File: config.mk
export PLATFORM = sky130hd
export DESIGN_NAME = fix_cksum_top
export DESIGN_NICKNAME = d
export VERILOG_FILES = /design/src/common/fix_pkg.sv /design/src/common/cksum_cfg_pkg.sv /design/src/common/lane_ifs.sv /design/src/rtl/msg_dispatch.sv /design/src/cksum_lane/ascii_dec_field.sv /design/src/cksum_lane/cksum_lane.sv /design/src/rtl/result_collect.sv /design/src/rtl/fix_cksum_top.sv
export SDC_FILE = /design/constraint.sdc
export NUM_CORES = 1
export LEC_CHECK = 0
export ABC_AREA = 1
export BUFFER_PORTS_ARGS = -buffer_cell sky130_fd_sc_hd__buf_2
export CORE_ASPECT_RATIO = 0.9
export CORE_MARGIN = 4
export CORE_UTILIZATION = 45
export DETAILED_ROUTE_END_ITERATION = 7
export HOLD_SLACK_MARGIN = 0.1
export PLACE_DENSITY = 0.65
export SLEW_MARGIN = 20
export SYNTH_ARGS = -nofsm -noshare
export SYNTH_HDL_FRONTEND = slang
export SYNTH_SLANG_ARGS = --single-unit
File: constraint.sdc
create_clock -name clk -period 3.15 [get_ports clk]
set_input_delay 0.1575 -clock clk [delete_from_list [all_inputs] [get_ports clk]]
set_output_delay 0.1575 -clock clk [all_outputs]
set_load 0.01 [all_outputs]
File: src/common/fix_pkg.sv
// FIX message format definitions
`default_nettype none

package fix_pkg;

	////////////////////////////////////////////////////////////
	// Trailer byte values
	////////////////////////////////////////////////////////////

	localparam logic [7:0] SOH_CHAR  = 8'h01;
	localparam logic [7:0] TAG_ONE   = 8'h31;	// '1'
	localparam logic [7:0] TAG_ZERO  = 8'h30;	// '0'
	localparam logic [7:0] TAG_EQ    = 8'h3d;	// '='
	localparam logic [7:0] ZERO_CHAR = 8'h30;	// Base of the digit range

	localparam int CKSUM_DIGITS = 3;	// Digits after "10="

	////////////////////////////////////////////////////////////
	// Data types
	////////////////////////////////////////////////////////////

	typedef logic [7:0] byte_t;
	typedef logic [7:0] cksum_t;	// Sum modulo 256
	typedef logic [9:0] rcv_val_t;	// Three decimal digits, up to 999

endpackage

`default_nettype wire

File: src/common/cksum_cfg_pkg.sv
// Checksum subsystem configuration
`default_nettype none

package cksum_cfg_pkg;

	////////////////////////////////////////////////////////////
	// Lane array
	////////////////////////////////////////////////////////////

	localparam int LANES = 4;	// Power of two, the pointers wrap

	typedef logic [$clog2(LANES)-1:0] lane_idx_t;

	////////////////////////////////////////////////////////////
	// Verdict and lane FSM encodings
	////////////////////////////////////////////////////////////

	typedef enum logic [1:0] {
		OK         = 2'd0,
		BAD_SUM    = 2'd1,	// Digits decode to a different value
		BAD_FORMAT = 2'd2	// Non-digit or missing closing SOH
	} status_e;

	typedef enum logic [2:0] {
		L_IDLE   = 3'd0,
		L_SUM    = 3'd1,	// Summing body bytes, watching for the trailer
		L_DIGITS = 3'd2,
		L_TERM   = 3'd3,	// Waiting for the closing SOH
		L_HOLD   = 3'd4
	} lane_state_e;

endpackage

`default_nettype wire

File: src/common/lane_ifs.sv
// Lane byte and result interfaces
`timescale 1ns/1ns
`default_nettype none

////////////////////////////////////////////////////////////
// Byte path from dispatcher to one lane
////////////////////////////////////////////////////////////

interface lane_byte_if;
	import fix_pkg::*;

	logic  stb;	// One cycle per byte
	byte_t dat;
	logic  sof;
	logic  busy;	// Lane owns a message or an uncollected result

	modport dispatch (
		output stb,
		output dat,
		output sof,
		input  busy
	);

	modport lane (
		input  stb,
		input  dat,
		input  sof,
		output busy
	);

endinterface

////////////////////////////////////////////////////////////
// Result path from one lane to the collector
////////////////////////////////////////////////////////////

interface lane_result_if;
	import fix_pkg::*;
	import cksum_cfg_pkg::*;

	logic     done;
	cksum_t   cksum;
	rcv_val_t rcv;
	status_e  status;
	logic     take;	// Release strobe from the collector

	modport lane (
		output done,
		output cksum,
		output rcv,
		output status,
		input  take
	);

	modport collect (
		input  done,
		input  cksum,
		input  rcv,
		input  status,
		output take
	);

endinterface

`default_nettype wire

File: src/rtl/msg_dispatch.sv
// Message dispatcher
`timescale 1ns/1ns
`default_nettype none

module msg_dispatch (
	input  logic                  clk,
	input  logic                  rst,
	input  logic                  byte_req_i,
	input  logic                  sof_i,
	input  fix_pkg::byte_t        byte_i,
	output logic                  byte_ack_o,
	lane_byte_if.dispatch         lane_o [cksum_cfg_pkg::LANES]
);
	import fix_pkg::*;
	import cksum_cfg_pkg::*;

	typedef enum logic [1:0] {
		WAIT_REQ,
		ACK,		// Ack just raised, strobe in flight
		WAIT_DROP
	} disp_state_e;

	disp_state_e      state_q;
	lane_idx_t        cur_lane;
	lane_idx_t        nxt_lane;
	logic             started;	// A start flag has been seen since reset
	logic [LANES-1:0] stb_q;
	logic [LANES-1:0] busy_vec;
	byte_t            dat_q;
	logic             sof_q;

	// First message goes to lane 0, each later one to the following lane
	assign nxt_lane = started ? cur_lane + lane_idx_t'(1) : cur_lane;

	for (genvar g = 0; g < LANES; g++) begin : g_lane_port
		assign lane_o[g].stb = stb_q[g];
		assign lane_o[g].dat = dat_q;
		assign lane_o[g].sof = sof_q;
		assign busy_vec[g]   = lane_o[g].busy;
	end

	////////////////////////////////////////////////////////////
	// Input handshake and steering
	////////////////////////////////////////////////////////////

	always_ff @(posedge clk) begin
		stb_q <= '0;
		if (rst) begin
			state_q    <= WAIT_REQ;
			byte_ack_o <= 1'b0;
			cur_lane   <= '0;
			started    <= 1'b0;
		end else begin
			case (state_q)
				WAIT_REQ: begin
					if (byte_req_i && sof_i) begin
						if (!busy_vec[nxt_lane]) begin	// Stall while the lane is busy
							cur_lane        <= nxt_lane;
							started         <= 1'b1;
							stb_q[nxt_lane] <= 1'b1;
							byte_ack_o      <= 1'b1;
							state_q         <= ACK;
						end
					end else if (byte_req_i) begin
						if (started)
							stb_q[cur_lane] <= 1'b1;	// Stray bytes are only acked
						byte_ack_o <= 1'b1;
						state_q    <= ACK;
					end
				end
				ACK: begin
					if (!byte_req_i) begin
						byte_ack_o <= 1'b0;
						state_q    <= WAIT_REQ;
					end else begin
						state_q <= WAIT_DROP;
					end
				end
				WAIT_DROP: begin
					if (!byte_req_i) begin
						byte_ack_o <= 1'b0;
						state_q    <= WAIT_REQ;
					end
				end
				default: state_q <= WAIT_REQ;
			endcase
		end
	end

	// Byte is captured with the strobe since the source may move on after ack
	always_ff @(posedge clk) begin
		if (state_q == WAIT_REQ && byte_req_i) begin
			dat_q <= byte_i;
			sof_q <= sof_i;
		end
	end

endmodule

`default_nettype wire

File: src/cksum_lane/ascii_dec_field.sv
// ASCII decimal field decoder
`timescale 1ns/1ns
`default_nettype none

module ascii_dec_field (
	input  logic              clk,
	input  logic              rst,
	input  logic              clear_i,
	input  logic              dig_stb_i,
	input  fix_pkg::byte_t    dig_i,
	output fix_pkg::rcv_val_t value_o,
	output logic              bad_o,
	output logic              full_o
);
	import fix_pkg::*;

	localparam int CNT_W = $clog2(CKSUM_DIGITS + 1);

	logic [CNT_W-1:0] cnt_q;
	logic             bad_q;	// Sticky until the next clear
	rcv_val_t         value_q;
	byte_t            offset;
	logic             is_dig;

	// Bytes below '0' wrap to large values
	assign offset = dig_i - ZERO_CHAR;
	assign is_dig = (offset < 8'd10);

	assign full_o  = (cnt_q == CNT_W'(CKSUM_DIGITS));
	assign bad_o   = bad_q || (dig_stb_i && !is_dig);	// Includes the byte on the input now
	assign value_o = value_q;

	always_ff @(posedge clk) begin
		if (rst) begin
			cnt_q <= '0;
			bad_q <= 1'b0;
		end else if (clear_i) begin
			cnt_q <= '0;
			bad_q <= 1'b0;
		end else if (dig_stb_i && !full_o) begin
			cnt_q <= cnt_q + CNT_W'(1);
			if (!is_dig)
				bad_q <= 1'b1;
		end
	end

	// Horner step, value = 10 * value + digit
	always_ff @(posedge clk) begin
		if (clear_i)
			value_q <= '0;
		else if (dig_stb_i && !full_o && is_dig && !bad_q)
			value_q <= value_q * rcv_val_t'(10) + rcv_val_t'(offset);
	end

endmodule

`default_nettype wire

File: src/cksum_lane/cksum_lane.sv
// Checksum lane
`timescale 1ns/1ns
`default_nettype none

module cksum_lane (
	input  logic          clk,
	input  logic          rst,
	lane_byte_if.lane     byte_in,
	lane_result_if.lane   res_out
);
	import fix_pkg::*;
	import cksum_cfg_pkg::*;

	lane_state_e state_q;
	byte_t       win_q [0:2];	// Three previous bytes, index 0 newest
	cksum_t      sum_q;
	status_e     status_q;
	logic        trailer_hit;

	logic        dec_clear;
	logic        dec_stb;
	rcv_val_t    dec_value;
	logic        dec_bad;
	logic        dec_full;

	// Window plus incoming byte spells SOH "10="
	assign trailer_hit = (win_q[2] == SOH_CHAR) && (win_q[1] == TAG_ONE) &&
	                     (win_q[0] == TAG_ZERO) && (byte_in.dat == TAG_EQ);

	assign dec_clear = byte_in.stb && (state_q == L_IDLE);
	assign dec_stb   = byte_in.stb && (state_q == L_DIGITS);

	ascii_dec_field i_dec (
		.clk       (clk),
		.rst       (rst),
		.clear_i   (dec_clear),
		.dig_stb_i (dec_stb),
		.dig_i     (byte_in.dat),
		.value_o   (dec_value),
		.bad_o     (dec_bad),
		.full_o    (dec_full)
	);

	////////////////////////////////////////////////////////////
	// Lane FSM
	////////////////////////////////////////////////////////////

	always_ff @(posedge clk) begin
		if (rst) begin
			state_q <= L_IDLE;
		end else begin
			case (state_q)
				L_IDLE:
					if (byte_in.stb && byte_in.sof)
						state_q <= L_SUM;
				L_SUM:
					if (byte_in.stb && trailer_hit)
						state_q <= L_DIGITS;
				L_DIGITS: begin
					if (dec_stb && dec_bad)
						state_q <= L_HOLD;	// Abort on the first bad digit
					else if (dec_full)
						state_q <= L_TERM;
				end
				L_TERM:
					if (byte_in.stb)
						state_q <= L_HOLD;
				L_HOLD:
					if (res_out.take)
						state_q <= L_IDLE;
				default: state_q <= L_IDLE;
			endcase
		end
	end

	// Running sum, a byte counts once it drops out of the window
	always_ff @(posedge clk) begin
		if (state_q == L_IDLE && byte_in.stb && byte_in.sof) begin
			win_q[0] <= byte_in.dat;
			win_q[1] <= '0;
			win_q[2] <= '0;
			sum_q    <= '0;
		end else if (state_q == L_SUM && byte_in.stb) begin
			win_q[0] <= byte_in.dat;
			win_q[1] <= win_q[0];
			win_q[2] <= win_q[1];
			sum_q    <= sum_q + win_q[2];	// SOH leaves as '=' arrives
		end
	end

	// Verdict
	always_ff @(posedge clk) begin
		if (state_q == L_DIGITS && dec_stb && dec_bad) begin
			status_q <= BAD_FORMAT;
		end else if (state_q == L_TERM && byte_in.stb) begin
			if (byte_in.dat != SOH_CHAR)
				status_q <= BAD_FORMAT;
			else if (dec_value != rcv_val_t'(sum_q))
				status_q <= BAD_SUM;
			else
				status_q <= OK;
		end
	end

	assign byte_in.busy   = (state_q != L_IDLE);
	assign res_out.done   = (state_q == L_HOLD);
	assign res_out.cksum  = sum_q;
	assign res_out.rcv    = dec_value;
	assign res_out.status = status_q;

endmodule

`default_nettype wire

File: src/rtl/result_collect.sv
// In-order result collector
`timescale 1ns/1ns
`default_nettype none

module result_collect (
	input  logic                   clk,
	input  logic                   rst,
	lane_result_if.collect         lane_i [cksum_cfg_pkg::LANES],
	input  logic                   res_ack_i,
	output logic                   res_req_o,
	output fix_pkg::cksum_t        cksum_o,
	output fix_pkg::rcv_val_t      rcv_o,
	output cksum_cfg_pkg::status_e status_o
);
	import fix_pkg::*;
	import cksum_cfg_pkg::*;

	typedef enum logic [1:0] {
		C_WAIT,
		C_REQ,
		C_DROP
	} coll_state_e;

	coll_state_e      state_q;
	lane_idx_t        rd_ptr;	// Follows the dispatch order
	logic [LANES-1:0] take_q;
	logic [LANES-1:0] done_vec;
	cksum_t           cksum_arr  [LANES];
	rcv_val_t         rcv_arr    [LANES];
	status_e          status_arr [LANES];

	for (genvar g = 0; g < LANES; g++) begin : g_lane_port
		assign done_vec[g]   = lane_i[g].done;
		assign cksum_arr[g]  = lane_i[g].cksum;
		assign rcv_arr[g]    = lane_i[g].rcv;
		assign status_arr[g] = lane_i[g].status;
		assign lane_i[g].take = take_q[g];
	end

	////////////////////////////////////////////////////////////
	// Output handshake
	////////////////////////////////////////////////////////////

	always_ff @(posedge clk) begin
		take_q <= '0;
		if (rst) begin
			state_q   <= C_WAIT;
			rd_ptr    <= '0;
			res_req_o <= 1'b0;
		end else begin
			case (state_q)
				C_WAIT:
					if (done_vec[rd_ptr]) begin
						res_req_o <= 1'b1;
						state_q   <= C_REQ;
					end
				C_REQ:
					if (res_ack_i) begin
						res_req_o      <= 1'b0;
						take_q[rd_ptr] <= 1'b1;	// Frees the lane
						state_q        <= C_DROP;
					end
				C_DROP:
					if (!res_ack_i) begin
						rd_ptr  <= rd_ptr + lane_idx_t'(1);
						state_q <= C_WAIT;
					end
				default: state_q <= C_WAIT;
			endcase
		end
	end

	// Presented result, held while res_req_o is high
	always_ff @(posedge clk) begin
		if (state_q == C_WAIT && done_vec[rd_ptr]) begin
			cksum_o  <= cksum_arr[rd_ptr];
			rcv_o    <= rcv_arr[rd_ptr];
			status_o <= status_arr[rd_ptr];
		end
	end

endmodule

`default_nettype wire

File: src/rtl/fix_cksum_top.sv
// FIX checksum checker top
`timescale 1ns/1ns
`default_nettype none

module fix_cksum_top (
	input  logic                   clk,
	input  logic                   rst,

	// Byte input, four-phase
	input  logic                   byte_req_i,
	input  fix_pkg::byte_t         byte_i,
	input  logic                   sof_i,
	output logic                   byte_ack_o,

	// Result output, four-phase
	output logic                   res_req_o,
	output fix_pkg::cksum_t        cksum_o,
	output fix_pkg::rcv_val_t      rcv_o,
	output cksum_cfg_pkg::status_e status_o,
	input  logic                   res_ack_i
);
	import cksum_cfg_pkg::*;

	lane_byte_if   byte_if [LANES] ();
	lane_result_if res_if  [LANES] ();

	msg_dispatch i_dispatch (
		.clk        (clk),
		.rst        (rst),
		.byte_req_i (byte_req_i),
		.sof_i      (sof_i),
		.byte_i     (byte_i),
		.byte_ack_o (byte_ack_o),
		.lane_o     (byte_if)
	);

	////////////////////////////////////////////////////////////
	// Checksum lanes
	////////////////////////////////////////////////////////////

	for (genvar g = 0; g < LANES; g++) begin : g_lane
		cksum_lane i_lane (
			.clk     (clk),
			.rst     (rst),
			.byte_in (byte_if[g]),
			.res_out (res_if[g])
		);
	end

	result_collect i_collect (
		.clk       (clk),
		.rst       (rst),
		.lane_i    (res_if),
		.res_ack_i (res_ack_i),
		.res_req_o (res_req_o),
		.cksum_o   (cksum_o),
		.rcv_o     (rcv_o),
		.status_o  (status_o)
	);

endmodule

`default_nettype wire

# After elaboration in Yosys (flattened, before gate mapping)
# Memory sizes are Yosys's and may differ from the RTL's.
# Index checks and enable logic that the tools add are counted.
# word_totals
ff_bits	152
ram_bits	96
inputBits	13
out_inout_bits	22
wordCells	386
n_memories	4
# op_classes
n_addsub	15
multipliers	4
order_cmp	8
eq_ne	69
muxes	110
bitwise_logic	18
n_reduce_logical	120
# mem_list
name	depth	word_bits	read_ports	rd_clocked_by_memory_dff	write_ports	line	text
g_lane[0].i_lane.win_q	3	8	3	0	3	cksum_lane.sv:15	byte_t win_q [0:2];
g_lane[1].i_lane.win_q	3	8	3	0	3	cksum_lane.sv:15	
g_lane[2].i_lane.win_q	3	8	3	0	3	cksum_lane.sv:15	
g_lane[3].i_lane.win_q	3	8	3	0	3	cksum_lane.sv:15	
# op_table
operator	count
$mux 8	14
$logic_and 1x1->1	74
$eq 8x6->1 const B	9
$mux 3	24
$pmux 3 s5	4
$add 10x8->10	4
$mul 10x3->9 const B	4
$ne 10x8->1	4
$mux 1	35
$add 8x8->8	4
$eq 8x1->1 const B	4
$mux 2	15
$ne 2x2->1 const B	13
$eq 3x2->1 const B	8
$bmux 10 s2	1
$mux 10	2
$reduce_and 5->1	4
$bmux 8 s2	1
$mux 4	4
$ne 2x1->1 const B	8
$ne 3x3->1 const B	5
$add 2x1->2 const B	6
$eq 2x2->1 const B	6
$eq 3x1->1 const B	4
other kinds (28)	87

# Longest topological paths before layout
# Gate-level depths: netlist of run 1.
# depth
ltp_word	8
mapped_depth	17
depth_no_buf	17

# By module
# Synthesis of run 1 repeated with hierarchy kept, for this count alone.
# hier_totals
hier_cells	1973
hier_area_um2	15895.2
# by_module_without_submodules
mod	instances	cells_per_inst	area_each_um2	seq_area_each_um2
cksum_lane (g_lane[0].i_lane ...)	3	237	2054.5	980.9
ascii_dec_field	4	177	1252.5	260.2
cksum_lane (g_lane[3].i_lane)	1	242	1983.2	980.9
result_collect	1	181	1617.8	780.7
msg_dispatch	1	131	1121.1	470.5

# Least setup slack after synthesis of run 1
# No wires, ideal clock.
# synth_path
kind	register to register
start	register g_lane[1].i_lane.i_dec.value_q[3]
end	register g_lane[1].i_lane.i_dec.value_q[9]
setup_ns	0.109
arrival_ns	2.395
t_required_ns	3.041
setup_slack_ns	0.646
path_stages_with_launch	17
n_path_buf	0
period_less_slack_ns	2.504
cell_sequence	dfxtp_1 ha_1 ha_1 fa_1 xor2_1 ha_1 nand2_1 inv_1 nand4_1 nand3_1 nand3_1 nand2_1 nand2_1 nand2_1 nand3_1 nand2_1 inv_1
# synth_via
elab_chain_len	2
# synth_rtl
item	line	text
from (decl)	ascii_dec_field.sv:21	rcv_val_t value_q;
from (signal assigned)	ascii_dec_field.sv:52	value_q <= value_q * rcv_val_t'(10) + rcv_val_t'(offset);
$mul 10x3->9	ascii_dec_field.sv:52	
$add 10x8->10	ascii_dec_field.sv:52	
# No other way between the ends.
# A chain may end at the register's enable or synchronous reset.

# Final worst setup path of run 1
# layout_path
start	register i_dispatch.dat_q[4] (netlist: i_dispatch.lane_o[0].dat[4])
end	register g_lane[1].i_lane.i_dec.value_q[9]
# layout_via
elab_chain_len	4
word_cells_on_any_way	5
classes_between	add/sub (2); order compare (1); reduce/logical (2)
# layout_rtl
item	line	text
from (decl)	msg_dispatch.sv:29	byte_t dat_q;
from (signal assigned)	msg_dispatch.sv:93	dat_q <= byte_i;
$sub 8x6->8 (*)	ascii_dec_field.sv:26	assign offset = dig_i - ZERO_CHAR;
$lt 8x4->1	ascii_dec_field.sv:27	assign is_dig = (offset < 8'd10);
$logic_and 1x1->1 (2 in series)	ascii_dec_field.sv:51	else if (dig_stb_i && !full_o && is_dig && !bad_q)
# Every way passes the cells marked *; elsewhere a longest branch is shown, timed or not.

==> results of run 1 <==
==> layout make-up <==
type,instances,area [um2]
multi-input cells,1243,7094
fillers,2961,15470
well taps,416,520.5
inverters,290,1089
flip-flops and latches,248,6216
repair buffers,67,460.4
clock buffers,34,764.5
clock inverters,18,265.3
==> placed cells by master, fill, tap and decap left out, types with 17 or more instances in the layout <==
cell type  Yosys  final
xor2_1        40     40
edfxtp_1     125    125
dfxtp_1      123    123
nand3_1       99     99
ha_1         114    114
buf_2          2     34
buf_4          2     20
a21oi_1      153    153
nand4_1       24     24
clkbuf_16      0     29
o22ai_1       26     26
nand2_1      335    335
xnor2_1       21     21
inv_2         17     17
o21ai_0       88     88
inv_1        272    272
nor2_1       223    223
==> cells in the mapped netlist, types with 3 or more instances <==
library cell,count,area [um2]
a21oi_1,153,765.7
clkbuf_1,19,71.32
dfxtp_1,123,2462
edfxtp_1,125,3754
fa_1,12,240.2
ha_1,114,1426
inv_1,272,1021
inv_2,17,63.81
nand2_1,335,1257
nand2_2,4,25.02
nand3_1,99,495.5
nand3_2,6,60.06
nand4_1,24,150.1
nor2_1,223,837.1
nor2_2,9,56.30
nor2_4,4,45.04
nor3_1,15,75.07
nor4_1,3,18.77
o211ai_1,6,45.04
o21a_1,4,30.03
o21ai_0,88,440.4
o21ai_1,15,75.07
o21ai_2,5,43.79
o21bai_1,8,60.06
o22ai_1,26,162.7
or2_2,10,62.56
xnor2_1,21,183.9
xor2_1,40,350.3
==> state kept, by name (all words and copies together), names as in the netlist, 4 cells and up <==
register / flops
g_lane.i_lane.res_out.status: 8
i_dispatch.stb_q: 4
g_lane.i_lane.state_q: 12
i_collect.cksum_o: 8
g_lane.i_lane.i_dec.cnt_q: 8
i_collect.rcv_o: 10
g_lane.i_lane.i_dec.value_o: 40
g_lane.i_lane.res_out.cksum: 32
i_collect.take_q: 4
g_lane.i_lane.win_q: 96
g_lane.i_lane.i_dec.bad_q: 4
i_dispatch.lane_o.dat: 8
==> how the worst max path moves through the flow <==
| stage | from | endpoint | cells past startpoint |
|---|---|---|---|
| 2_1_floorplan | g_lane[1].i_lane.i_dec.value_o[3] | g_lane[1].i_lane.i_dec.value_o[9] | 16 |
| 6_report | i_dispatch.lane_o[0].dat[4] | g_lane[1].i_lane.i_dec.value_o[9] | 13 |
| 4_1_cts | i_dispatch.lane_o[0].dat[4] | g_lane[1].i_lane.i_dec.value_o[9] | 13 |
| 3_5_place_dp | i_dispatch.lane_o[0].dat[4] | g_lane[1].i_lane.i_dec.value_o[9] | 13 |
| 5_1_grt | g_lane[1].i_lane.i_dec.value_o[3] | g_lane[1].i_lane.i_dec.value_o[9] | 16 |
| 3_3_place_gp | i_dispatch.lane_o[0].dat[4] | g_lane[1].i_lane.i_dec.value_o[9] | 13 |
==> cells by family (layout without fill, tap and decap cells) <==
kind of cell,Yosys count,in the layout,share of synthesized area
AO/OA/AOI/OAI,314,314,0.1171
XOR/XNOR,62,62,0.03789
adder cells (fa/ha/maj),126,126,0.1147
AND/OR/NAND/NOR,741,741,0.2181
flip-flops,248,248,0.4278
buffers and inverters,319,409,0.08431
==> power by group through the flow <==
stage / Clock, W / Combinational, W / Sequential, W
detailed placement: 0 / 0.00357 / 0.00431
finish: 0.00361 / 0.00363 / 0.00425
CTS: 0.00369 / 0.00360 / 0.00425
floorplan: 0 / 0.00263 / 0.00421
global route: 0.00383 / 0.00413 / 0.00429
global placement: 0 / 0.00351 / 0.00431
==> per-stage QoR <==
| stage | worst slack (ps) | util | cells |
|---|---|---|---|
| after floorplan | 646.5 | - | 1810 |
| after global placement | 439.7 | 0.4786 | 2252 |
| after detailed placement | 376.5 | 0.4786 | 2252 |
| after CTS | 366.9 | 0.5147 | 2316 |
| after global routing | 210.6 | 0.5147 | 2316 |
| final | 365.0 | 0.5147 | 2316 |
==> per-layer routing <==
| metal | vias to the layer above | track usage | part of all wire |
|---|---|---|---|
| met5 | - | 0 | 0.00071 |
| li1 | 6103 | - | - |
| met3 | 90 | 0.04495 | 0.079 |
| met1 | 5518 | 0.2982 | 0.45 |
| met2 | 386 | 0.3363 | 0.43 |
| met4 | 4 | 0.07452 | 0.039 |
==> timing repair <==
| action | CTS | global route |
|---|---|---|
| hold buffers | 12 | 0 |
| hold endpoints to repair | 26 | 0 |
| buffers inserted | 0 | 0 |
==> run_summary.xml, run 1 <==
<?xml version="1.0" encoding="UTF-8"?>
<metrics>
  <group name="run_status">
    <metric name="run_status" unit="">finished, final reports clean</metric>
  </group>
  <group name="yosys">
    <metric name="async_flop_share" unit="">0</metric>
    <metric name="synth_enable_flop_cells" unit="">125</metric>
    <metric name="yosysUniqueCellTypes" unit="">49</metric>
    <metric name="yosys_warnings" unit="">0</metric>
    <metric name="post_synth_instance_area" unit="um2">14530</metric>
    <metric name="synth.net_count" unit="">1949</metric>
    <metric name="synth_top_flop_cell" unit="">edfxtp_1</metric>
    <metric name="synthCells" unit="">1810</metric>
    <metric name="synth_seq_area_share" unit="">0.4278</metric>
    <metric name="syn-mean-instance-area" unit="um2">8.027</metric>
    <metric name="ys_ff_latch" unit="">248</metric>
  </group>
  <group name="power">
    <metric name="pwr_density_cell" unit="nW/um2">699.8</metric>
    <metric name="totalPowerFinal" unit="W">0.01148</metric>
    <metric name="pwr-share-comb" unit="">0.316</metric>
    <metric name="power.share.switching" unit="">0.3589</metric>
    <metric name="power_switching" unit="W">0.004121</metric>
    <metric name="share_clk_of_total_power" unit="">0.314</metric>
    <metric name="irDropWorstVdd" unit="mV">0.6319</metric>
    <metric name="p_leak" unit="nW">7.701</metric>
    <metric name="internal_power" unit="W">0.007362</metric>
    <metric name="pwr-share-seq" unit="">0.370</metric>
  </group>
  <group name="route">
    <metric name="total_via_count_after_detailed_routing" unit="">12101</metric>
    <metric name="route.detailed.wl_per_inst" unit="um">16.47</metric>
    <metric name="drt_first_iter_violations" unit="">883</metric>
    <metric name="vias_per_cell" unit="">5.225</metric>
    <metric name="wirelength" unit="mm">38.16</metric>
    <metric name="antenna_violating_nets_post_route" unit="">0</metric>
    <metric name="drc" unit="">0</metric>
    <metric name="firstDrtPassIters" unit="">5</metric>
  </group>
  <group name="hold_path">
    <metric name="min_delay_worst_type" unit="">primary input to register</metric>
    <metric name="worst_hold_startpoint" unit="">byte_i[1]</metric>
    <metric name="worst_hold_path.endpoint" unit="">i_dispatch.lane_o[0].dat[1]</metric>
    <metric name="timing.hold.worst_path_depth" unit="">2</metric>
  </group>
  <group name="cells_and_area">
    <metric name="final_net_count" unit="">2017</metric>
    <metric name="area_delta_synth_final" unit="%">12.94</metric>
    <metric name="post_route_cells_drive_above_1_share" unit="">0.08632</metric>
    <metric name="stdcell_area" unit="um2">16410</metric>
    <metric name="insertedDiodeCount" unit="">0</metric>
  </group>
  <group name="sta">
    <metric name="clock.fmax" unit="MHz">359.1</metric>
    <metric name="setup_repair_after_global_routing_missed_its_margin" unit="">no</metric>
    <metric name="final-hold-violation-count" unit="">0</metric>
    <metric name="final-setup-viol-count" unit="">0</metric>
    <metric name="whs" unit="ps">323.5</metric>
    <metric name="tns" unit="ps">0</metric>
    <metric name="worst_slew_margin_rel" unit="">0.3326</metric>
    <metric name="post-route-min-period" unit="ps">2785</metric>
    <metric name="worst_pin_slew" unit="ps">994.0</metric>
    <metric name="share_of_the_clock_period_used_by_the_worst_path" unit="">0.8841</metric>
    <metric name="drv_slew" unit="">0</metric>
    <metric name="clock-skew-final" unit="ps">13.79</metric>
  </group>
  <group name="clock_network">
    <metric name="cts_buffers" unit="">28</metric>
    <metric name="ctsHtreeMaxLevel" unit="">1</metric>
    <metric name="cts.clk_slew.worst_paths" unit="ps">60</metric>
    <metric name="clk_latency" unit="ps">560</metric>
    <metric name="cts_root_buffer" unit="">clkbuf_16</metric>
    <metric name="cts-root-to-sink-buffers" unit="">3</metric>
    <metric name="cts_resized" unit="">0</metric>
    <metric name="cts_tree" unit="">yes</metric>
    <metric name="clock-sinks" unit="">248</metric>
  </group>
  <group name="setup_path">
    <metric name="startpoint_type" unit="">register</metric>
    <metric name="timing.critical_path.mode_cell" unit="">nand3_1</metric>
    <metric name="worst-path-buf-inv" unit="">2</metric>
    <metric name="cp-end-kind" unit="">register</metric>
    <metric name="r2r_start" unit="">i_dispatch.lane_o[0].dat[4]</metric>
    <metric name="critPathArrivalTime" unit="ps">3240</metric>
    <metric name="req_time_crit_path" unit="ps">3600</metric>
    <metric name="timing.critical_path.slowest_stage_cell" unit="">xnor2_1</metric>
    <metric name="crit_path_max_fanout" unit="">4</metric>
    <metric name="reg2reg_setup_slack" unit="ps">370</metric>
    <metric name="regToRegEndpoint" unit="">g_lane[1].i_lane.i_dec.value_o[9]</metric>
    <metric name="worst-setup-path-type" unit="">register to register</metric>
    <metric name="max_stage_delay" unit="ps">780</metric>
    <metric name="worst_path_dominant_cell_family" unit="">XOR/XNOR gates</metric>
    <metric name="path_cells" unit="">ha_1, xnor2_1, ha_1, nand2_1, inv_1, nand4_1, nand3_1, nand3_1, nand2_1, nand3_1, nand3_1, nand2_1, inv_1</metric>
    <metric name="register_to_register_path_depth" unit="">13</metric>
  </group>
  <group name="job">
    <metric name="max-cap-violations" unit="">0</metric>
  </group>
  <group name="floorplan">
    <metric name="die_w" unit="um">197.4</metric>
    <metric name="design.die.area" unit="um2">35230</metric>
    <metric name="core_area" unit="um2">31880</metric>
    <metric name="standard_cell_rows" unit="">62</metric>
    <metric name="vertical_die_dimension" unit="um">178.5</metric>
    <metric name="io-pin-count" unit="">35</metric>
    <metric name="start_util" unit="">0.4557</metric>
  </group>
  <group name="placement">
    <metric name="placement.cell_area" unit="um2">15260</metric>
    <metric name="place.detailed.hpwl" unit="mm">28.80</metric>
    <metric name="place_congestion" unit="">0.9414</metric>
    <metric name="port-buffer-count" unit="">34</metric>
  </group>
  <group name="global_routing">
    <metric name="via_count_of_the_first_global_routing_pass" unit="">11336</metric>
    <metric name="global_route.usage.total" unit="">0.2153</metric>
    <metric name="global_route_congestion_overflow_total" unit="">0</metric>
    <metric name="grt_pass1_wl" unit="mm">59.96</metric>
    <metric name="pin_count_of_the_biggest_net_entering_global_routing" unit="">46</metric>
    <metric name="number_of_antenna_violations_at_the_first_check_in_global_routing" unit="">3</metric>
  </group>
</metrics>
Power figures use the tool's default switching activity.
==> inputs of run 2 (changes only) <==
==> constraint.sdc (replaced) <==
create_clock -name clk -period 3.3 [get_ports clk]
set_input_delay 0.165 -clock clk [delete_from_list [all_inputs] [get_ports clk]]
set_output_delay 0.165 -clock clk [all_outputs]
set_load 0.01 [all_outputs]
==> run 2 against run 1 <==
  * Power down 6.7%
  * Clock skew up 2.0 ps
  * Core utilization down 0.35 points
  * Final cell count down 0.17%
  * Global-route usage down 0.30 points
  * Worst hold slack better by 8.0 ps
  * Critical path type unchanged
  * Largest cell class unchanged
  * Largest power group unchanged
==> run_summary.xml, run 2 (synthesis results as in run 1) <==
<?xml version="1.0" encoding="UTF-8"?>
<metrics>
  <group name="run_status">
    <metric name="run_status" unit="">finished, final reports clean</metric>
  </group>
  <group name="placement">
    <metric name="place_congestion" unit="">0.9785</metric>
    <metric name="place.detailed.hpwl" unit="mm">28.38</metric>
    <metric name="port-buffer-count" unit="">34</metric>
  </group>
  <group name="setup_path">
    <metric name="cp-end-kind" unit="">register</metric>
    <metric name="r2r_start" unit="">g_lane[1].i_lane.i_dec.value_o[3]</metric>
    <metric name="register_to_register_path_depth" unit="">16</metric>
    <metric name="req_time_crit_path" unit="ps">3750</metric>
    <metric name="crit_path_max_fanout" unit="">5</metric>
    <metric name="startpoint_type" unit="">register</metric>
    <metric name="regToRegEndpoint" unit="">g_lane[1].i_lane.i_dec.value_o[9]</metric>
    <metric name="reg2reg_setup_slack" unit="ps">550</metric>
    <metric name="critPathArrivalTime" unit="ps">3210</metric>
    <metric name="timing.critical_path.from" unit="">g_lane[1].i_lane.i_dec.value_o[3]</metric>
    <metric name="worst-setup-path-type" unit="">register to register</metric>
  </group>
  <group name="route">
    <metric name="firstDrtPassIters" unit="">5</metric>
    <metric name="vias_per_cell" unit="">5.217</metric>
    <metric name="total_via_count_after_detailed_routing" unit="">12062</metric>
    <metric name="drt_first_iter_violations" unit="">849</metric>
    <metric name="antenna_violating_nets_post_route" unit="">0</metric>
    <metric name="wirelength" unit="mm">37.76</metric>
    <metric name="route.detailed.wl_per_inst" unit="um">16.33</metric>
    <metric name="drc" unit="">0</metric>
  </group>
  <group name="hold_path">
    <metric name="timing.hold.worst_path_depth" unit="">2</metric>
    <metric name="min_delay_worst_type" unit="">primary input to register</metric>
    <metric name="worst_hold_path.endpoint" unit="">i_dispatch.lane_o[0].dat[2]</metric>
    <metric name="worst_hold_startpoint" unit="">byte_i[2]</metric>
  </group>
  <group name="global_routing">
    <metric name="number_of_antenna_violations_at_the_first_check_in_global_routing" unit="">3</metric>
    <metric name="grt_pass1_wl" unit="mm">59.23</metric>
    <metric name="pin_count_of_the_biggest_net_entering_global_routing" unit="">48</metric>
    <metric name="use_met3" unit="">0.04098</metric>
    <metric name="busiest_layer" unit="">met2</metric>
    <metric name="global_route.usage.total" unit="">0.2123</metric>
    <metric name="grt_use_met1" unit="">0.2948</metric>
    <metric name="global_route_congestion_overflow_total" unit="">0</metric>
    <metric name="via_count_of_the_first_global_routing_pass" unit="">11252</metric>
    <metric name="globalRouteMet2Util" unit="">0.3349</metric>
  </group>
  <group name="sta">
    <metric name="clock.fmax" unit="MHz">363.0</metric>
    <metric name="worst_slew_margin_rel" unit="">0.4721</metric>
    <metric name="tns" unit="ps">0</metric>
    <metric name="drv_slew" unit="">0</metric>
    <metric name="worst_pin_slew" unit="ps">791.9</metric>
    <metric name="final-hold-violation-count" unit="">0</metric>
    <metric name="final-setup-viol-count" unit="">0</metric>
    <metric name="share_of_the_clock_period_used_by_the_worst_path" unit="">0.8347</metric>
    <metric name="whs" unit="ps">331.5</metric>
    <metric name="post-route-min-period" unit="ps">2755</metric>
    <metric name="setup_repair_after_global_routing_missed_its_margin" unit="">no</metric>
    <metric name="clock-skew-final" unit="ps">15.77</metric>
  </group>
  <group name="power">
    <metric name="pwr_density_cell" unit="nW/um2">657.4</metric>
    <metric name="irDropWorstVdd" unit="mV">0.4997</metric>
    <metric name="p_leak" unit="nW">7.649</metric>
  </group>
  <group name="clock_network">
    <metric name="cts.clk_slew.worst_paths" unit="ps">60</metric>
    <metric name="ctsHtreeMaxLevel" unit="">1</metric>
    <metric name="clock-sinks" unit="">248</metric>
    <metric name="cts_root_buffer" unit="">clkbuf_16</metric>
    <metric name="cts_resized" unit="">0</metric>
    <metric name="cts_tree" unit="">yes</metric>
    <metric name="cts_buffers" unit="">28</metric>
    <metric name="cts-root-to-sink-buffers" unit="">3</metric>
    <metric name="cts_post_setup_buffers_inserted" unit="">0</metric>
    <metric name="clk_latency" unit="ps">550</metric>
  </group>
  <group name="cells_and_area">
    <metric name="mostFrequentLayoutCells" unit="">335 x nand2_1, 272 x inv_1, 223 x nor2_1</metric>
    <metric name="insertedDiodeCount" unit="">0</metric>
    <metric name="largest_register_ff_count" unit="">96</metric>
    <metric name="final_net_count" unit="">2013</metric>
    <metric name="post_route_cells_drive_above_1_share" unit="">0.08333</metric>
    <metric name="largest_register" unit="">g_lane.i_lane.win_q</metric>
    <metric name="final_common_cell" unit="">nand2_1</metric>
    <metric name="area_delta_synth_final" unit="%">12.18</metric>
  </group>
  <group name="floorplan">
    <metric name="start_util" unit="">0.4557</metric>
    <metric name="die_w" unit="um">197.4</metric>
    <metric name="io-pin-count" unit="">35</metric>
    <metric name="core_area" unit="um2">31880</metric>
    <metric name="design.die.area" unit="um2">35230</metric>
    <metric name="vertical_die_dimension" unit="um">178.5</metric>
    <metric name="standard_cell_rows" unit="">62</metric>
  </group>
  <group name="job">
    <metric name="max-cap-violations" unit="">0</metric>
  </group>
</metrics>
-- run 2: worst max-delay path, cell delays in order, from the launching register on --
cell     delay, ps
dfxtp_1        410
ha_1           270
ha_1           240
fa_1           410
xor2_1         160
ha_1           350
nand2_1         70
inv_1           80
nand4_1         90
nand3_1        140
nand3_1         90
nand2_1         80
nand2_1         50
nand2_1         60
nand3_1         60
nand2_1         70
inv_1           30
-- run 2: how the worst max path moves through the flow --
stage / end / depth (start not counted)
3_5_place_dp: g_lane[1].i_lane.i_dec.value_o[9] / 16
5_1_grt: g_lane[1].i_lane.i_dec.value_o[9] / 16
6_report: g_lane[1].i_lane.i_dec.value_o[9] / 16
2_1_floorplan: g_lane[1].i_lane.i_dec.value_o[9] / 16
3_3_place_gp: g_lane[1].i_lane.i_dec.value_o[9] / 16
4_1_cts: g_lane[1].i_lane.i_dec.value_o[9] / 16
-- run 2: metal layers --
layer	part of all wire	up-vias
li1	-	6084
met1	0.45	5516
met2	0.44	372
met3	0.079	90
met4	0.036	0
met5	0	-
-- run 2: repair_timing --
item	4_1_cts	5_1_grt
hold buffers	13	0
endpoints found under the hold margin	26	0
endpoints found under the setup margin	0	0
-- run 2: where the power goes --
part | switching, W | leakage [nW] | internal, W
Clock | 0.00132 | 0.461 | 0.00189
Sequential | 0.000389 | 2.04 | 0.00367
Combinational | 0.00222 | 5.15 | 0.00123
-- run 2: area by class of cell --
cell class / count / area (um2)
Timing Repair Buffer: 63 / 432.9
Fill cell: 2966 / 15580
Clock buffer: 34 / 764.5
Sequential cell: 248 / 6216
Clock inverter: 18 / 181.4
Multi-Input combinational cell: 1243 / 7094
Tap cell: 416 / 520.5
Inverter: 290 / 1089
-- run 2: through the flow --
stage	total power (W)	utilization	std cells	setup WS [ps]	cell area [um2]
after global routing	0.01141	0.5112	2312	338.1	16300
after CTS	0.01075	0.5112	2312	547.1	16300
final	0.01071	0.5112	2312	545.5	16300
after floorplan	0.006534	-	1810	796.5	14530
after global placement	0.007436	0.4774	2247	604.3	15220
after detailed placement	0.007510	0.4774	2247	575.2	15220
==> inputs of run 3 (changes only) <==
--- a/config.mk
+++ b/config.mk
@@ -5,14 +5,14 @@
 export SDC_FILE = /design/constraint.sdc
 export NUM_CORES = 1
 export LEC_CHECK = 0
-export ABC_AREA = 1
+export ABC_AREA = 0
 export BUFFER_PORTS_ARGS = -buffer_cell sky130_fd_sc_hd__buf_2
 export CORE_ASPECT_RATIO = 0.9
 export CORE_MARGIN = 4
 export CORE_UTILIZATION = 45
 export DETAILED_ROUTE_END_ITERATION = 7
 export HOLD_SLACK_MARGIN = 0.1
-export PLACE_DENSITY = 0.65
+export PLACE_DENSITY = 0.67
 export SLEW_MARGIN = 20
 export SYNTH_ARGS = -nofsm -noshare
 export SYNTH_HDL_FRONTEND = slang
==> constraint.sdc (replaced) <==
create_clock -name clk -period 2.31 [get_ports clk]
set_input_delay 0.1155 -clock clk [delete_from_list [all_inputs] [get_ports clk]]
set_output_delay 0.1155 -clock clk [all_outputs]
set_load 0.01 [all_outputs]
==> run 3 against run 2 <==
  * The flow now finishes with violations (setup timing)
  * Synthesized area decreased by 5.1%
  * Global-route usage increased by 0.14 points
  * Routed wire length decreased by 2.9%
  * Maximum frequency increased by 1.2%
  * Power increased by 2.6%
  * Critical path type unchanged
==> run_summary.xml, run 3 <==
<?xml version="1.0" encoding="UTF-8"?>
<metrics>
  <group name="global_routing">
    <metric name="grt_pass1_wl" unit="mm">56.66</metric>
    <metric name="number_of_antenna_violations_at_the_first_check_in_global_routing" unit="">0</metric>
    <metric name="global_route_congestion_overflow_total" unit="">0</metric>
    <metric name="global_route.usage.total" unit="">0.2137</metric>
    <metric name="pin_count_of_the_biggest_net_entering_global_routing" unit="">26</metric>
    <metric name="via_count_of_the_first_global_routing_pass" unit="">10480</metric>
  </group>
  <group name="route">
    <metric name="firstDrtPassIters" unit="">5</metric>
    <metric name="drc" unit="">0</metric>
    <metric name="route.detailed.wl_per_inst" unit="um">18.76</metric>
    <metric name="drt_first_iter_violations" unit="">803</metric>
    <metric name="total_via_count_after_detailed_routing" unit="">10780</metric>
    <metric name="vias_per_cell" unit="">5.514</metric>
    <metric name="wirelength" unit="mm">36.68</metric>
    <metric name="antenna_violating_nets_post_route" unit="">0</metric>
  </group>
  <group name="cells_and_area">
    <metric name="final_net_count" unit="">1670</metric>
    <metric name="largest_register" unit="">g_lane.i_lane.win_q</metric>
    <metric name="stdcell_area" unit="um2">17610</metric>
    <metric name="insertedDiodeCount" unit="">0</metric>
    <metric name="final_cell_count_no_fill" unit="">1955</metric>
    <metric name="area_delta_synth_final" unit="%">27.73</metric>
    <metric name="final_common_cell" unit="">buf_4</metric>
    <metric name="mostFrequentLayoutCells" unit="">159 x buf_4, 125 x edfxtp_1, 112 x dfxtp_1</metric>
    <metric name="n_fill_cell" unit="">2480</metric>
    <metric name="largest_register_ff_count" unit="">96</metric>
    <metric name="post_route_cells_drive_above_1_share" unit="">0.2668</metric>
    <metric name="utilization" unit="">0.5864</metric>
  </group>
  <group name="setup_path">
    <metric name="cp-end-kind" unit="">register</metric>
    <metric name="worst-setup-path-type" unit="">register to register</metric>
    <metric name="startpoint_type" unit="">register</metric>
    <metric name="crit_path_max_fanout" unit="">3</metric>
    <metric name="critPathArrivalTime" unit="ps">3200</metric>
    <metric name="req_time_crit_path" unit="ps">2780</metric>
  </group>
  <group name="yosys">
    <metric name="synth.net_count" unit="">1451</metric>
    <metric name="async_flop_share" unit="">0</metric>
    <metric name="yosysUniqueCellTypes" unit="">61</metric>
    <metric name="yosys_warnings" unit="">0</metric>
    <metric name="synth_enable_flop_cells" unit="">125</metric>
    <metric name="syn-mean-instance-area" unit="um2">10.51</metric>
    <metric name="dominant_cell_by_count_in_the_synthesized_netlist" unit="">edfxtp_1</metric>
    <metric name="synth_seq_area_share" unit="">0.4509</metric>
    <metric name="synth_top_flop_cell" unit="">edfxtp_1</metric>
    <metric name="post_synth_instance_area" unit="um2">13790</metric>
    <metric name="synth.top_cells.by_count" unit="">125 x edfxtp_1, 123 x dfxtp_1, 114 x ha_1, 104 x nor2_1, 86 x nand2_1</metric>
    <metric name="synth_area_leader_cell" unit="">edfxtp_1</metric>
    <metric name="synthCells" unit="">1312</metric>
    <metric name="ys_ff_latch" unit="">248</metric>
    <metric name="leading_post_synthesis_cells_by_cell_area" unit="">edfxtp_1 27%, dfxtp_1 18%, ha_1 10%</metric>
    <metric name="yosys.area.top_type_share" unit="">0.2723</metric>
  </group>
  <group name="clock_network">
    <metric name="clk_latency" unit="ps">560</metric>
    <metric name="cts_buffers" unit="">27</metric>
    <metric name="clock-sinks" unit="">248</metric>
    <metric name="cts_root_buffer" unit="">clkbuf_16</metric>
    <metric name="cts.clk_slew.worst_paths" unit="ps">60</metric>
    <metric name="cts_tree" unit="">yes</metric>
    <metric name="ctsHtreeMaxLevel" unit="">1</metric>
    <metric name="cts-root-to-sink-buffers" unit="">3</metric>
  </group>
  <group name="placement">
    <metric name="numPlacedInstances" unit="">1860</metric>
    <metric name="place_congestion" unit="">0.9274</metric>
    <metric name="port-buffer-count" unit="">34</metric>
    <metric name="place.detailed.hpwl" unit="mm">27.05</metric>
    <metric name="placement.cell_area" unit="um2">15790</metric>
  </group>
  <group name="power">
    <metric name="irDropWorstVdd" unit="mV">0.6876</metric>
    <metric name="totalPowerFinal" unit="W">0.01100</metric>
    <metric name="pwr_density_cell" unit="nW/um2">624.4</metric>
    <metric name="p_leak" unit="nW">7.251</metric>
  </group>
  <group name="floorplan">
    <metric name="design.die.area" unit="um2">33500</metric>
    <metric name="core_area" unit="um2">30030</metric>
    <metric name="standard_cell_rows" unit="">60</metric>
    <metric name="die_w" unit="um">192.5</metric>
    <metric name="start_util" unit="">0.4591</metric>
    <metric name="vertical_die_dimension" unit="um">174.0</metric>
    <metric name="io-pin-count" unit="">35</metric>
  </group>
  <group name="sta">
    <metric name="post-route-min-period" unit="ps">2722</metric>
    <metric name="clock.fmax" unit="MHz">367.3</metric>
    <metric name="post-route-worst-setup-slack" unit="ps">-412.5</metric>
    <metric name="final-setup-viol-count" unit="">16</metric>
    <metric name="clock-skew-final" unit="ps">17.54</metric>
    <metric name="setup_repair_after_global_routing_missed_its_margin" unit="">yes</metric>
    <metric name="worst_pin_slew" unit="ps">874.0</metric>
    <metric name="worst_slew_margin_rel" unit="">0.4097</metric>
    <metric name="final-hold-violation-count" unit="">0</metric>
    <metric name="share_of_the_clock_period_used_by_the_worst_path" unit="">1.179</metric>
    <metric name="drv_slew" unit="">0</metric>
  </group>
  <group name="hold_path">
    <metric name="min_delay_worst_type" unit="">primary input to register</metric>
  </group>
  <group name="job">
    <metric name="max-cap-violations" unit="">0</metric>
  </group>
  <group name="run_status">
    <metric name="run_status" unit="">finished with violations</metric>
    <metric name="violations_in_the_final_reports" unit="">setup timing</metric>
  </group>
</metrics>
-- run 3: critical path, stage by stage (launching register included) --
cell and delay (ps):
dfxtp_4 350, ha_4 260, ha_4 120, inv_2 30, fa_2 520, inv_2 50
ha_4 270, o21a_1 160, o31ai_4 90, a21oi_2 170, maj3_2 200, nand2_2 60
xnor2_2 160, a211oi_2 200
-- run 3: worst paths after layout --
path                                      startpoint                                 end  slack (ps)  cells past startpoint
setup / recovery   g_lane[0].i_lane.i_dec.value_o[1]   g_lane[0].i_lane.i_dec.value_o[9]        -410                     13
hold / removal                             byte_i[7]         i_dispatch.lane_o[0].dat[7]         260                      2
setup reg to reg   g_lane[0].i_lane.i_dec.value_o[1]   g_lane[0].i_lane.i_dec.value_o[9]        -410                     13
hold reg to reg   g_lane[2].i_lane.res_out.status[0]  g_lane[2].i_lane.res_out.status[0]         450                      2
-- run 3: layer usage --
metal,vias to the layer above,share of wire,global-route usage,routed length [um]
met2,376,0.45,0.3405,16560
met1,5104,0.44,0.2924,15990
met5,-,0,0,0
met3,87,0.073,0.04016,2684
met4,0,0.040,0.07487,1454
li1,5213,-,-,-
-- run 3: cells by family (layout without fill, tap and decap cells) --
| family | after synthesis | after routing | synth area share |
|---|---|---|---|
| and+or+nand+nor | 437 | 437 | 0.1646 |
| AOI/OAI and AO/OA | 246 | 246 | 0.1147 |
| xor gates and xnor gates | 113 | 113 | 0.07179 |
| muxes | 32 | 32 | 0.04320 |
| buffers and inverters | 102 | 342 | 0.02814 |
| DFF | 248 | 248 | 0.4509 |
| adders and majority gates | 134 | 134 | 0.1267 |
-- run 3: report_power, final --
| part | internal, W | switching (W) |
|---|---|---|
| clock | 0.00267 | 0.00186 |
| combinational | 0.000717 | 0.000809 |
| sequential | 0.00475 | 0.000186 |
| total | 0.00814 | 0.00286 |
-- run 3: cell type report --
cell class                 count  area (um2)  share of cell area
tap                          403       504.2             0.02864
clock inverter                18       212.7             0.01208
sequential                   248        6242              0.3545
multi-input combinational    962        7839              0.4452
timing repair buffer         234        1874              0.1064
inverter                      58       221.5             0.01258
clock buffer                  32       714.4             0.04057
-- run 3: per-stage QoR --
| stage | setup slack, ps | TNS (ps) | hold slack (ps) |
|---|---|---|---|
| after floorplan | -310.9 | -2101 | 214.4 |
| after CTS | -369.9 | -2789 | 244.3 |
| after global routing | -525.9 | -5090 | 261.9 |
| final | -412.5 | -2915 | 262.0 |
| after global placement | -323.4 | -3140 | 292.3 |
| after detailed placement | -369.7 | -4060 | 293.6 |
-- run 3: timing repair --
item / in CTS / in global routing
cloned: 1 / 2
pin swaps: 36 / 40
setup endpoints to repair: 31 / 44
buffers inserted: 21 / 17
gates resized for setup: 42 / 81
hold endpoints to repair: 38 / 0
hold buffers: 12 / 0
